## src/ac_pkg.sv

```systemverilog
`default_nettype none

package ac_pkg;

    //////////////////////////////
    // array and window sizes
    //////////////////////////////
    localparam int MIC_NUM  = 4;
    localparam int PAIR_NUM = 6;              // all pairs of 4 mics
    localparam int WIN_LEN  = 64;             // samples per capture window
    localparam int LAG_MAX  = 15;             // search -15 .. +15
    localparam int N_LO     = 15;             // first scored index
    localparam int N_HI     = 48;             // last scored index, 34 terms
    localparam int WS_DIV   = 8;              // clk cycles per sample period

    typedef logic signed [5:0]             lag_t;
    typedef logic        [5:0]             score_t;    // max count 34
    typedef logic        [5:0]             sidx_t;
    typedef logic        [1:0]             mic_sel_t;
    typedef logic [$clog2(PAIR_NUM)-1:0]   pair_idx_t;
    typedef logic [$clog2(WS_DIV)-1:0]     ph_t;       // word select phase

    // mic pair table, walked in this order by the controller
    localparam mic_sel_t PAIR_A [PAIR_NUM] = '{2'd0, 2'd0, 2'd0, 2'd1, 2'd1, 2'd2};
    localparam mic_sel_t PAIR_B [PAIR_NUM] = '{2'd1, 2'd2, 2'd3, 2'd2, 2'd3, 2'd3};

    //////////////////////////////
    // apb register map
    //////////////////////////////
    localparam logic [7:0] ADDR_CTRL   = 8'h00;
    localparam logic [7:0] ADDR_STATUS = 8'h04;
    localparam logic [7:0] ADDR_LAG0   = 8'h08;   // lag0..lag5 every 4 bytes

    localparam int CTRL_START_BIT  = 0;       // write one to start
    localparam int CTRL_IRQ_EN_BIT = 1;
    localparam int STAT_BUSY_BIT   = 0;
    localparam int STAT_DONE_BIT   = 1;       // sticky, write one clears

endpackage

`default_nettype wire
```

## src/tdoa_ifs.sv

```systemverilog
`default_nettype none

// sample history read port, two bits per cycle
interface hist_rd_if;
    ac_pkg::mic_sel_t mic_a;
    ac_pkg::mic_sel_t mic_b;
    ac_pkg::sidx_t    idx_a;
    ac_pkg::sidx_t    idx_b;
    logic             bit_a;      // same cycle as the address
    logic             bit_b;

    modport engine (output mic_a, mic_b, idx_a, idx_b, input bit_a, bit_b);
    modport buffer (input mic_a, mic_b, idx_a, idx_b, output bit_a, bit_b);
endinterface

// controller to correlator handshake
interface corr_ctl_if;
    logic              start;     // one cycle, engine idle only
    ac_pkg::pair_idx_t pair;      // held until done
    logic              done;      // one cycle
    ac_pkg::lag_t      best_lag;  // valid with done

    modport ctrl   (output start, pair, input done, best_lag);
    modport engine (input start, pair, output done, best_lag);
endinterface

`default_nettype wire

```

## src/tdoa_top.sv

```systemverilog
`default_nettype none

module tdoa_top (
     input  wire                        clk
    ,input  wire                        arst_n
    ,input  wire                        psel
    ,input  wire                        penable
    ,input  wire                        pwrite
    ,input  wire [7:0]                  paddr
    ,input  wire [31:0]                 pwdata
    ,input  wire [ac_pkg::MIC_NUM-1:0]  mic_data
    ,output wire [31:0]                 prdata
    ,output wire                        pready
    ,output wire                        pslverr
    ,output wire                        mic_ws
    ,output wire                        irq
);

logic               cap_en;
logic               sample_tick;
logic               win_full;
ac_pkg::sidx_t      sample_idx;
logic               start_req;
logic               busy;
logic               meas_done;
logic               lag_wr_en;
ac_pkg::pair_idx_t  lag_wr_idx;
ac_pkg::lag_t       lag_wr_data;

hist_rd_if  hist_rd ();      // engine reads buffer
corr_ctl_if corr_ctl ();     // ctrl drives engine

//////////////////////////////
// capture path
//////////////////////////////
mic_ws_timer mic_ws_timer_i (
     .clk           (clk            ) //i
    ,.arst_n        (arst_n         ) //i
    ,.cap_en        (cap_en         ) //i
    ,.mic_ws        (mic_ws         ) //o
    ,.sample_tick   (sample_tick    ) //o
    ,.win_full      (win_full       ) //o
    ,.sample_idx    (sample_idx     ) //o
);

mic_capture_buf mic_capture_buf_i (
     .clk           (clk            ) //i
    ,.arst_n        (arst_n         ) //i
    ,.sample_tick   (sample_tick    ) //i
    ,.sample_idx    (sample_idx     ) //i
    ,.mic_data      (mic_data       ) //i [4-1:0]
    ,.rd            (hist_rd.buffer )
);

//////////////////////////////
// correlation and control
//////////////////////////////
xcorr_engine xcorr_engine_i (
     .clk           (clk            ) //i
    ,.arst_n        (arst_n         ) //i
    ,.ctl           (corr_ctl.engine)
    ,.rd            (hist_rd.engine )
);

tdoa_ctrl tdoa_ctrl_i (
     .clk           (clk            ) //i
    ,.arst_n        (arst_n         ) //i
    ,.start_req     (start_req      ) //i
    ,.win_full      (win_full       ) //i
    ,.cap_en        (cap_en         ) //o
    ,.busy          (busy           ) //o
    ,.meas_done     (meas_done      ) //o
    ,.lag_wr_en     (lag_wr_en      ) //o
    ,.lag_wr_idx    (lag_wr_idx     ) //o
    ,.lag_wr_data   (lag_wr_data    ) //o signed [6-1:0]
    ,.ctl           (corr_ctl.ctrl  )
);

tdoa_apb_regs tdoa_apb_regs_i (
     .clk           (clk            ) //i
    ,.arst_n        (arst_n         ) //i
    ,.psel          (psel           ) //i
    ,.penable       (penable        ) //i
    ,.pwrite        (pwrite         ) //i
    ,.paddr         (paddr          ) //i [8-1:0]
    ,.pwdata        (pwdata         ) //i [32-1:0]
    ,.busy          (busy           ) //i
    ,.meas_done     (meas_done      ) //i
    ,.lag_wr_en     (lag_wr_en      ) //i
    ,.lag_wr_idx    (lag_wr_idx     ) //i
    ,.lag_wr_data   (lag_wr_data    ) //i
    ,.prdata        (prdata         ) //o [32-1:0]
    ,.pready        (pready         ) //o
    ,.pslverr       (pslverr        ) //o
    ,.start_req     (start_req      ) //o
    ,.irq           (irq            ) //o
);

endmodule

`default_nettype wire

```

## src/tdoa_apb_regs.sv

```systemverilog
`default_nettype none

module tdoa_apb_regs (
     input  wire                        clk
    ,input  wire                        arst_n
    ,input  wire                        psel
    ,input  wire                        penable
    ,input  wire                        pwrite
    ,input  wire [7:0]                  paddr
    ,input  wire [31:0]                 pwdata
    ,input  wire                        busy
    ,input  wire                        meas_done
    ,input  wire                        lag_wr_en
    ,input  wire ac_pkg::pair_idx_t     lag_wr_idx
    ,input  wire ac_pkg::lag_t          lag_wr_data
    ,output logic [31:0]                prdata
    ,output logic                       pready
    ,output logic                       pslverr
    ,output logic                       start_req
    ,output logic                       irq
);

logic               irq_en;
logic               done_q;                     // sticky done
ac_pkg::lag_t       lag_q [ac_pkg::PAIR_NUM];
logic               access;
logic               wr_acc;
logic               hit_ctrl;
logic               hit_status;
logic               hit_lag;
logic [7:0]         lag_off;
ac_pkg::pair_idx_t  lag_idx;

//////////////////////////////
// address decode
//////////////////////////////
assign access     = psel && penable;        // zero wait so the access phase completes
assign wr_acc     = access && pwrite && !pslverr;
assign lag_off    = paddr - ac_pkg::ADDR_LAG0;
assign lag_idx    = lag_off[4:2];
assign hit_ctrl   = (paddr == ac_pkg::ADDR_CTRL);
assign hit_status = (paddr == ac_pkg::ADDR_STATUS);
assign hit_lag    = (paddr >= ac_pkg::ADDR_LAG0) && (lag_off[1:0] == 2'b00)
                    && (lag_off[7:2] < ac_pkg::PAIR_NUM);

assign pready  = 1'b1;
assign pslverr = access && (!(hit_ctrl || hit_status || hit_lag) || (pwrite && hit_lag));
assign irq     = done_q && irq_en;

always_ff @(posedge clk or negedge arst_n) begin
    if (!arst_n) begin
        irq_en    <= 1'b0;
        done_q    <= 1'b0;
        start_req <= 1'b0;
        for (int i = 0; i < ac_pkg::PAIR_NUM; i++)
            lag_q[i] <= '0;
    end else begin
        // start dropped while a measurement runs
        start_req <= wr_acc && hit_ctrl && pwdata[ac_pkg::CTRL_START_BIT] && !busy;
        if (wr_acc && hit_ctrl)
            irq_en <= pwdata[ac_pkg::CTRL_IRQ_EN_BIT];
        if (meas_done)
            done_q <= 1'b1;                 // set beats clear
        else if (wr_acc && hit_status && pwdata[ac_pkg::STAT_DONE_BIT])
            done_q <= 1'b0;
        if (lag_wr_en)
            lag_q[lag_wr_idx] <= lag_wr_data;
    end
end

//////////////////////////////
// read mux
//////////////////////////////
always_comb begin
    prdata = '0;                            // unmapped reads zero
    if (psel && !pwrite) begin
        if (hit_ctrl)
            prdata[ac_pkg::CTRL_IRQ_EN_BIT] = irq_en;   // start reads back 0
        else if (hit_status) begin
            prdata[ac_pkg::STAT_BUSY_BIT] = busy;
            prdata[ac_pkg::STAT_DONE_BIT] = done_q;
        end else if (hit_lag)
            prdata = 32'(lag_q[lag_idx]);   // sign-extended lag
    end
end

a_apb_enable_in_sel: assert property (@(posedge clk) disable iff (!arst_n)
    penable |-> psel);

endmodule

`default_nettype wire

```

## src/tdoa_ctrl.sv

```systemverilog
`default_nettype none

module tdoa_ctrl (
     input  wire                 clk
    ,input  wire                 arst_n
    ,input  wire                 start_req
    ,input  wire                 win_full
    ,output logic                cap_en
    ,output logic                busy
    ,output logic                meas_done
    ,output logic                lag_wr_en
    ,output ac_pkg::pair_idx_t   lag_wr_idx
    ,output ac_pkg::lag_t        lag_wr_data
    ,corr_ctl_if.ctrl            ctl
);

typedef enum logic [2:0] {
    IDLE,
    CAPTURE,         // one window from the timer
    CORR_START,
    CORR_WAIT,
    FINISH
} ctrl_st_t;

ctrl_st_t           state;
ac_pkg::pair_idx_t  pair;
logic               pair_pend;    // engine holds a pair

always_ff @(posedge clk or negedge arst_n) begin
    if (!arst_n) begin
        state     <= IDLE;
        pair      <= '0;
        pair_pend <= 1'b0;
    end else begin
        if (ctl.start)
            pair_pend <= 1'b1;
        else if (ctl.done)
            pair_pend <= 1'b0;

        case (state)
            IDLE:       if (start_req) begin
                            pair  <= '0;
                            state <= CAPTURE;
                        end
            CAPTURE:    if (win_full) state <= CORR_START;
            CORR_START: state <= CORR_WAIT;    // start pulse goes out here
            CORR_WAIT:  if (ctl.done) begin
                            if (pair == ac_pkg::pair_idx_t'(ac_pkg::PAIR_NUM - 1))
                                state <= FINISH;
                            else begin
                                pair  <= pair + 1'b1;
                                state <= CORR_START;
                            end
                        end
            FINISH:     state <= IDLE;
            default:    state <= IDLE;
        endcase
    end
end

assign cap_en      = (state == CAPTURE);
assign busy        = (state != IDLE);
assign meas_done   = (state == FINISH);
assign ctl.start   = (state == CORR_START);
assign ctl.pair    = pair;
assign lag_wr_en   = (state == CORR_WAIT) && ctl.done;   // store as each pair lands
assign lag_wr_idx  = pair;
assign lag_wr_data = ctl.best_lag;

a_no_restart: assert property (@(posedge clk) disable iff (!arst_n)
    ctl.start |-> !pair_pend);

// engine answers only a pair it was given
a_done_owned: assert property (@(posedge clk) disable iff (!arst_n)
    ctl.done |-> pair_pend);

endmodule

`default_nettype wire

```

## src/xcorr_engine.sv

```systemverilog
`default_nettype none

module xcorr_engine (
     input  wire            clk
    ,input  wire            arst_n
    ,corr_ctl_if.engine     ctl
    ,hist_rd_if.engine      rd
);

typedef enum logic [1:0] {
    E_IDLE,
    E_ACC,           // one scored index per cycle
    E_CMP            // compare and step lag
} eng_st_t;

eng_st_t          state;
ac_pkg::lag_t     lag;
ac_pkg::sidx_t    n;
ac_pkg::score_t   score;
ac_pkg::score_t   best_score;
ac_pkg::lag_t     best_lag;
logic             done_q;
logic signed [6:0] idx_b_s;  // n + lag before truncation
logic             match;

//////////////////////////////
// history reads
//////////////////////////////
assign rd.mic_a = ac_pkg::PAIR_A[ctl.pair];
assign rd.mic_b = ac_pkg::PAIR_B[ctl.pair];
assign rd.idx_a = n;
assign idx_b_s  = $signed({1'b0, n}) + lag;    // b runs lag samples ahead of a
assign rd.idx_b = idx_b_s[5:0];
assign match    = (rd.bit_a == rd.bit_b);      // agreement, not product

assign ctl.done     = done_q;
assign ctl.best_lag = best_lag;

//////////////////////////////
// lag sweep
//////////////////////////////
always_ff @(posedge clk or negedge arst_n) begin
    if (!arst_n) begin
        state      <= E_IDLE;
        lag        <= '0;
        n          <= '0;
        score      <= '0;
        best_score <= '0;
        best_lag   <= '0;
        done_q     <= 1'b0;
    end else begin
        done_q <= 1'b0;
        case (state)
            E_IDLE: begin
                if (ctl.start) begin
                    lag        <= ac_pkg::lag_t'(-ac_pkg::LAG_MAX);
                    n          <= ac_pkg::sidx_t'(ac_pkg::N_LO);
                    score      <= '0;
                    best_score <= '0;
                    best_lag   <= ac_pkg::lag_t'(-ac_pkg::LAG_MAX); // all-zero scores
                    state      <= E_ACC;
                end
            end
            E_ACC: begin
                score <= score + {5'b0, match};
                if (n == ac_pkg::sidx_t'(ac_pkg::N_HI))
                    state <= E_CMP;        // last term added on this edge
                else
                    n <= n + 1'b1;
            end
            E_CMP: begin
                // strict compare, ties keep the earlier (more negative) lag
                if (score > best_score) begin
                    best_score <= score;
                    best_lag   <= lag;
                end
                if (lag == ac_pkg::lag_t'(ac_pkg::LAG_MAX)) begin
                    done_q <= 1'b1;        // best_lag settles on this edge
                    state  <= E_IDLE;
                end else begin
                    lag   <= lag + 1'b1;
                    n     <= ac_pkg::sidx_t'(ac_pkg::N_LO);
                    score <= '0;
                    state <= E_ACC;
                end
            end
            default: state <= E_IDLE;
        endcase
    end
end

a_lag_in_range: assert property (@(posedge clk) disable iff (!arst_n)
    state != E_IDLE |-> (lag >= -ac_pkg::LAG_MAX) && (lag <= ac_pkg::LAG_MAX));

// score window chosen so no lag reaches past the buffer
a_idx_in_window: assert property (@(posedge clk) disable iff (!arst_n)
    state == E_ACC |-> (idx_b_s >= 0) && (idx_b_s < ac_pkg::WIN_LEN));

endmodule

`default_nettype wire

```

## src/mic_capture_buf.sv

```systemverilog
`default_nettype none

module mic_capture_buf (
     input  wire                          clk
    ,input  wire                          arst_n
    ,input  wire                          sample_tick
    ,input  wire ac_pkg::sidx_t           sample_idx
    ,input  wire [ac_pkg::MIC_NUM-1:0]    mic_data
    ,hist_rd_if.buffer                    rd
);

//////////////////////////////
// sample histories
//////////////////////////////
logic [ac_pkg::WIN_LEN-1:0] hist [ac_pkg::MIC_NUM];   // one bit per sample

always_ff @(posedge clk or negedge arst_n) begin
    if (!arst_n) begin
        for (int k = 0; k < ac_pkg::MIC_NUM; k++)
            hist[k] <= '0;
    end else if (sample_tick) begin
        // all mics sampled on the same edge
        for (int k = 0; k < ac_pkg::MIC_NUM; k++)
            hist[k][sample_idx] <= mic_data[k];
    end
end

//////////////////////////////
// dual bit read
//////////////////////////////
// two independent ports, any mic and index
assign rd.bit_a = hist[rd.mic_a][rd.idx_a];
assign rd.bit_b = hist[rd.mic_b][rd.idx_b];   // shifted stream

endmodule

`default_nettype wire

```

## src/mic_ws_timer.sv

```systemverilog
`default_nettype none

module mic_ws_timer (
     input  wire            clk
    ,input  wire            arst_n
    ,input  wire            cap_en
    ,output logic           mic_ws
    ,output logic           sample_tick
    ,output logic           win_full
    ,output ac_pkg::sidx_t  sample_idx
);

ac_pkg::ph_t   ph;
ac_pkg::ph_t   ph_nxt;
ac_pkg::sidx_t cnt;          // ticks taken in this window

// idle phase sits at the start of the low half
// so the first period after enable opens with a low half
assign sample_tick = (ph == ac_pkg::ph_t'(ac_pkg::WS_DIV - 1));   // last low cycle
assign ph_nxt      = sample_tick ? '0 : ph + 1'b1;
assign sample_idx  = cnt;

always_ff @(posedge clk or negedge arst_n) begin
    if (!arst_n) begin
        ph     <= ac_pkg::ph_t'(ac_pkg::WS_DIV / 2);
        mic_ws <= 1'b0;
    end else if (!cap_en) begin
        ph     <= ac_pkg::ph_t'(ac_pkg::WS_DIV / 2);  // park, ws low
        mic_ws <= 1'b0;
    end else begin
        ph     <= ph_nxt;
        mic_ws <= (ph_nxt < ac_pkg::ph_t'(ac_pkg::WS_DIV / 2)); // rises with the tick edge
    end
end

always_ff @(posedge clk or negedge arst_n) begin
    if (!arst_n) begin
        cnt      <= '0;
        win_full <= 1'b0;
    end else if (!cap_en) begin
        cnt      <= '0;
        win_full <= 1'b0;
    end else begin
        win_full <= sample_tick && (cnt == ac_pkg::sidx_t'(ac_pkg::WIN_LEN - 1));
        if (sample_tick)
            cnt <= cnt + 1'b1;   // wraps to 0 after the 64th
    end
end

// controller must drop cap_en clear of the tick phase
a_tick_needs_cap: assert property (@(posedge clk) disable iff (!arst_n)
    sample_tick |-> cap_en);

endmodule

`default_nettype wire

```

## config.mk

```make
export PLATFORM = sky130hd
export DESIGN_NAME = tdoa_top
export DESIGN_NICKNAME = d
export VERILOG_FILES = /design/src/ac_pkg.sv /design/src/tdoa_ifs.sv /design/src/tdoa_top.sv /design/src/tdoa_apb_regs.sv /design/src/tdoa_ctrl.sv /design/src/xcorr_engine.sv /design/src/mic_capture_buf.sv /design/src/mic_ws_timer.sv
export SDC_FILE = /design/constraint.sdc
export NUM_CORES = 1
export LEC_CHECK = 0
export ABC_AREA = 1
export BUFFER_PORTS_ARGS = -buffer_cell sky130_fd_sc_hd__buf_4
export CORE_UTILIZATION = 60
export CTS_CLUSTER_DIAMETER = 80
export DETAILED_ROUTE_END_ITERATION = 12
export GPL_TIMING_DRIVEN = 0
export PLACE_DENSITY = 0.74
export RECOVER_POWER = 50
export SLEW_MARGIN = 20
export SYNTH_ARGS = -nofsm -noshare
export SYNTH_HDL_FRONTEND = slang
export SYNTH_SLANG_ARGS = --single-unit
```

## constraint.sdc

```tcl
create_clock -name clk -period 11.1 [get_ports clk]
set_input_delay 2.22 -clock clk [delete_from_list [all_inputs] [get_ports clk]]
set_output_delay 2.22 -clock clk [all_outputs]
set_load 0.01 [all_outputs]
```

==> results.sh <==
export IMPL_synth_compound_area_share_pct=12.5
export IMPL_portBuffers=52
export IMPL_insertedDiodeCount=0
export IMPL_setup_ws_ns=3.36
export IMPL_drc_errors=0
export IMPL_clock_sinks=345
export IMPL_synthMuxAreaShare_pct=0.0599
export IMPL_hold_buffers=0
export IMPL_p_leak_nw=10.8
export IMPL_crit_path_top_delay_cell="clkbuf_1"
export IMPL_power_w=0.00510
export IMPL_antenna_found_initial=0
export IMPL_viasPerCell=6.38
export IMPL_clk_pin_slew_ns=0.06
export IMPL_chipWidth_um=179
export IMPL_initial_core_util_pct=61.3
export IMPL_period_share_pct=69.7
export IMPL_ys_seq_elements=345
export IMPL_cp_slowest_stage_delay_ns=3.80
export IMPL_crit_top_cell="clkbuf_1"
export IMPL_min_path_type="reg2reg"
export IMPL_period_minus_slack_ns=7.74
export IMPL_start_kind="primary input"
export IMPL_tritoncts="built"
export IMPL_worstSkewPairLatency_ns=0.54
export IMPL_syn_area_per_cell_um2=7.46
export IMPL_cp_required_ns=10.43
export IMPL_path_buf_inv=2
export IMPL_cts_setup_buffers=0
export IMPL_slew_headroom_pct=-259
export IMPL_tightest_slew_ns=5.38
export IMPL_grt_usage_pct=46.4
export IMPL_vias=19431
export IMPL_wl_um=73000
export IMPL_fin_hold_ws_ns=0.437
export IMPL_overflow=0
export IMPL_critPathCaptureType="async pin"
export IMPL_die_area_um2=32000
export IMPL_crit_arrival_ns=7.07
export IMPL_wl_per_cell_um=24.0
export IMPL_pre_cts_ws_ns=4.18
export IMPL_fin_setup_tns_ns=0
export IMPL_drt_initial_drc_count=2788
export IMPL_fillers=2641
export IMPL_setup_viol_count_final=0
export IMPL_maxCapViolCount=3
export IMPL_ant_nets=0
export IMPL_post_cts_resized=0
export IMPL_crit_fanout=102
export IMPL_yosys_area_share_simple_pct=31.7
export IMPL_die_h_um=179
export IMPL_synth_area_um2=18800
export IMPL_mappedNetlistNets=2592
export IMPL_num_rows=64
export IMPL_worstSetupPathType="in2async"
export IMPL_ys_types=53
export IMPL_report_final_slew_viol_count=209
export IMPL_cts_made_buffers=38
export IMPL_hpwlAfterDp_um=49100
export IMPL_peakVddDrop_uv=165
export IMPL_grt_start_max_net_pins=103
export IMPL_syn_to_final_growth_pct=12.4
export IMPL_yosys_warnings=0
export IMPL_clock_skew_ns=0.0214
export IMPL_fmax_mhz=129
export IMPL_hold_violations=0
export IMPL_rsz0062_at_grt="no"
export IMPL_cts_htree_levels=2
export IMPL_path_cells="clkbuf_1, clkbuf_1"
export IMPL_ys_seq_area_share_pct=46.0
export IMPL_violations="max-capacitance violations, max-slew violations"
export IMPL_critPathTopFamily="buffers and inverters"
export IMPL_ios=85
export IMPL_clockBufferDepth=3
export IMPL_routabilityCongestion=1.03
export IMPL_post_route_cells_drive_above_1_share_pct=9.29
export IMPL_drt_pre_antenna_iters=6
export IMPL_p_per_area_nw_per_um2=241
export IMPL_syn_instance_count=2519
export IMPL_nets=2693
export IMPL_yosys_area_share_adder_pct=1.64
export IMPL_root_buffer="clkbuf_16"
export IMPL_grt_pass1_vias=17912
export IMPL_core_um2=30700
export IMPL_status="finished, violations left"
export IMPL_synth_xor_area_share_pct=0.280
export IMPL_synth_top_family_by_area="simple AND/OR/NAND/NOR gates"
export IMPL_grt_pass1_wl_um=108000
where the power goes:
part / total, W / internal [W] / switching (W)
registers: 0.00137 / 0.00131 / 0.0000589
logic: 0.00238 / 0.000604 / 0.00177
clock network: 0.00135 / 0.000820 / 0.000529
cells in the mapped netlist, drive strengths merged:
master	number	share of area (%)
and2	1	0.033
nor2	120	2.6
dfstp	1	0.14
o2111ai	1	0.047
clkbuf	47	0.95
a2111oi	1	0.047
xor2	1	0.047
and3b	1	0.047
nand3b	9	0.36
conb	1	0.020
o221ai	5	0.23
o21ai	352	9.4
nor3	22	0.61
clkinv	5	0.10
o211ai	7	0.28
or2	31	1.0
nor4	6	0.35
mux2	1	0.060
nand4	10	0.33
nor3b	2	0.080
a21oi	63	1.7
a22o	1	0.047
fa	1	0.11
xnor2	5	0.23
ha	23	1.5
inv	158	3.2
a211oi	5	0.20
a41oi	1	0.047
a22oi	2	0.080
o22ai	12	0.40
a31oi	1	0.033
dfrtp	344	46
buf	107	3.6
nand3	410	11
nand2	762	15
final timing paths:
path / start / to / slack, ns / cells after the start
worst max-delay path: arst_n / mic_capture_buf_i.hist[107] / 3.36 / 2
worst min-delay path: mic_ws_timer_i.ph[0] / mic_ws_timer_i.ph[0] / 0.44 / 1
worst max register to register: xcorr_engine_i.rd.idx_a[1] / xcorr_engine_i.score[4] / 4.51 / 22
worst min register to register: mic_ws_timer_i.ph[0] / mic_ws_timer_i.ph[0] / 0.44 / 1
max in group clk: paddr[3] / prdata[31] / 4.05 / 13
min in group asynchronous: arst_n / tdoa_apb_regs_i.start_req / 1.95 / 1
state kept, by name (all words and copies together), names as in the netlist, 3 cells and up:
signal	cells
xcorr_engine_i.lag	6
mic_ws_timer_i.sample_idx	6
xcorr_engine_i.score	6
mic_ws_timer_i.ph	3
tdoa_ctrl_i.state	3
tdoa_ctrl_i.ctl.pair	3
xcorr_engine_i.ctl.best_lag	6
xcorr_engine_i.best_score	6
tdoa_apb_regs_i.lag_q	36
mic_capture_buf_i.hist	256
xcorr_engine_i.rd.idx_a	6
worst register-to-register path, delay by kind of cell, from the launching register on:
| kind | cells | cell delay [ns] |
|---|---|---|
| and+or+nand+nor | 10 | 1.47 |
| AOI/OAI and AO/OA | 2 | 0.22 |
| DFF | 1 | 0.53 |
| buffers and inverters | 7 | 3.32 |
| adders and majority gates | 3 | 0.93 |
routing by layer:
metal	GRT usage (%)	up-vias	share of wire [%]	wire length (um)
met4	35.3	0	8.6	6290
met5	0	-	0	0
li1	-	8542	-	-
met1	57.7	9056	35	25800
met2	67.4	1433	42	30700
met3	14.6	400	14	10200
cell families after synthesis:
logic type / Yosys count
DFF: 345
AOI/OAI and AO/OA: 451
muxes: 1
other: 1
adders and majority gates: 24
and+or+nand+nor: 1374
buffers and inverters: 317
xor gates and xnor gates: 6
layout by cell type, fill, tap and decap left out, types with 11 or more instances in the layout:
cell	count
buf_2	48
nand3_1	410
inv_1	154
o21ai_0	344
nor3_1	20
nor2_1	110
or2_0	11
or2_2	13
o22ai_1	12
nand2_1	758
buf_6	14
a21oi_1	63
ha_1	23
clkbuf_16	39
dfrtp_1	344
buf_4	80
clkbuf_1	69
layout make-up:
class / instances / area [um^2] / share of cell area (%)
multi-input cells: 1857 / 8710 / 41.2
flip-flops and latches: 345 / 8630 / 40.9
clock buffers: 52 / 1070 / 5.09
plain buffers: 154 / 838 / 3.97
inverters: 163 / 619 / 2.93
repair buffers: 61 / 498 / 2.36
well taps: 396 / 495 / 2.35
clock inverters: 16 / 243 / 1.15
stage by stage:
stage | cells | cell area, um^2 | utilization (%)
6_report | 3044 | 21100 | 68.8
3_3_place_gp | 2967 | 19700 | 64.1
4_1_cts | 3044 | 21200 | 69.2
5_1_grt | 3044 | 21100 | 68.8
3_5_place_dp | 2976 | 19900 | 64.9
2_1_floorplan | 2519 | 18800 | -
Power figures use the tool's default switching activity.
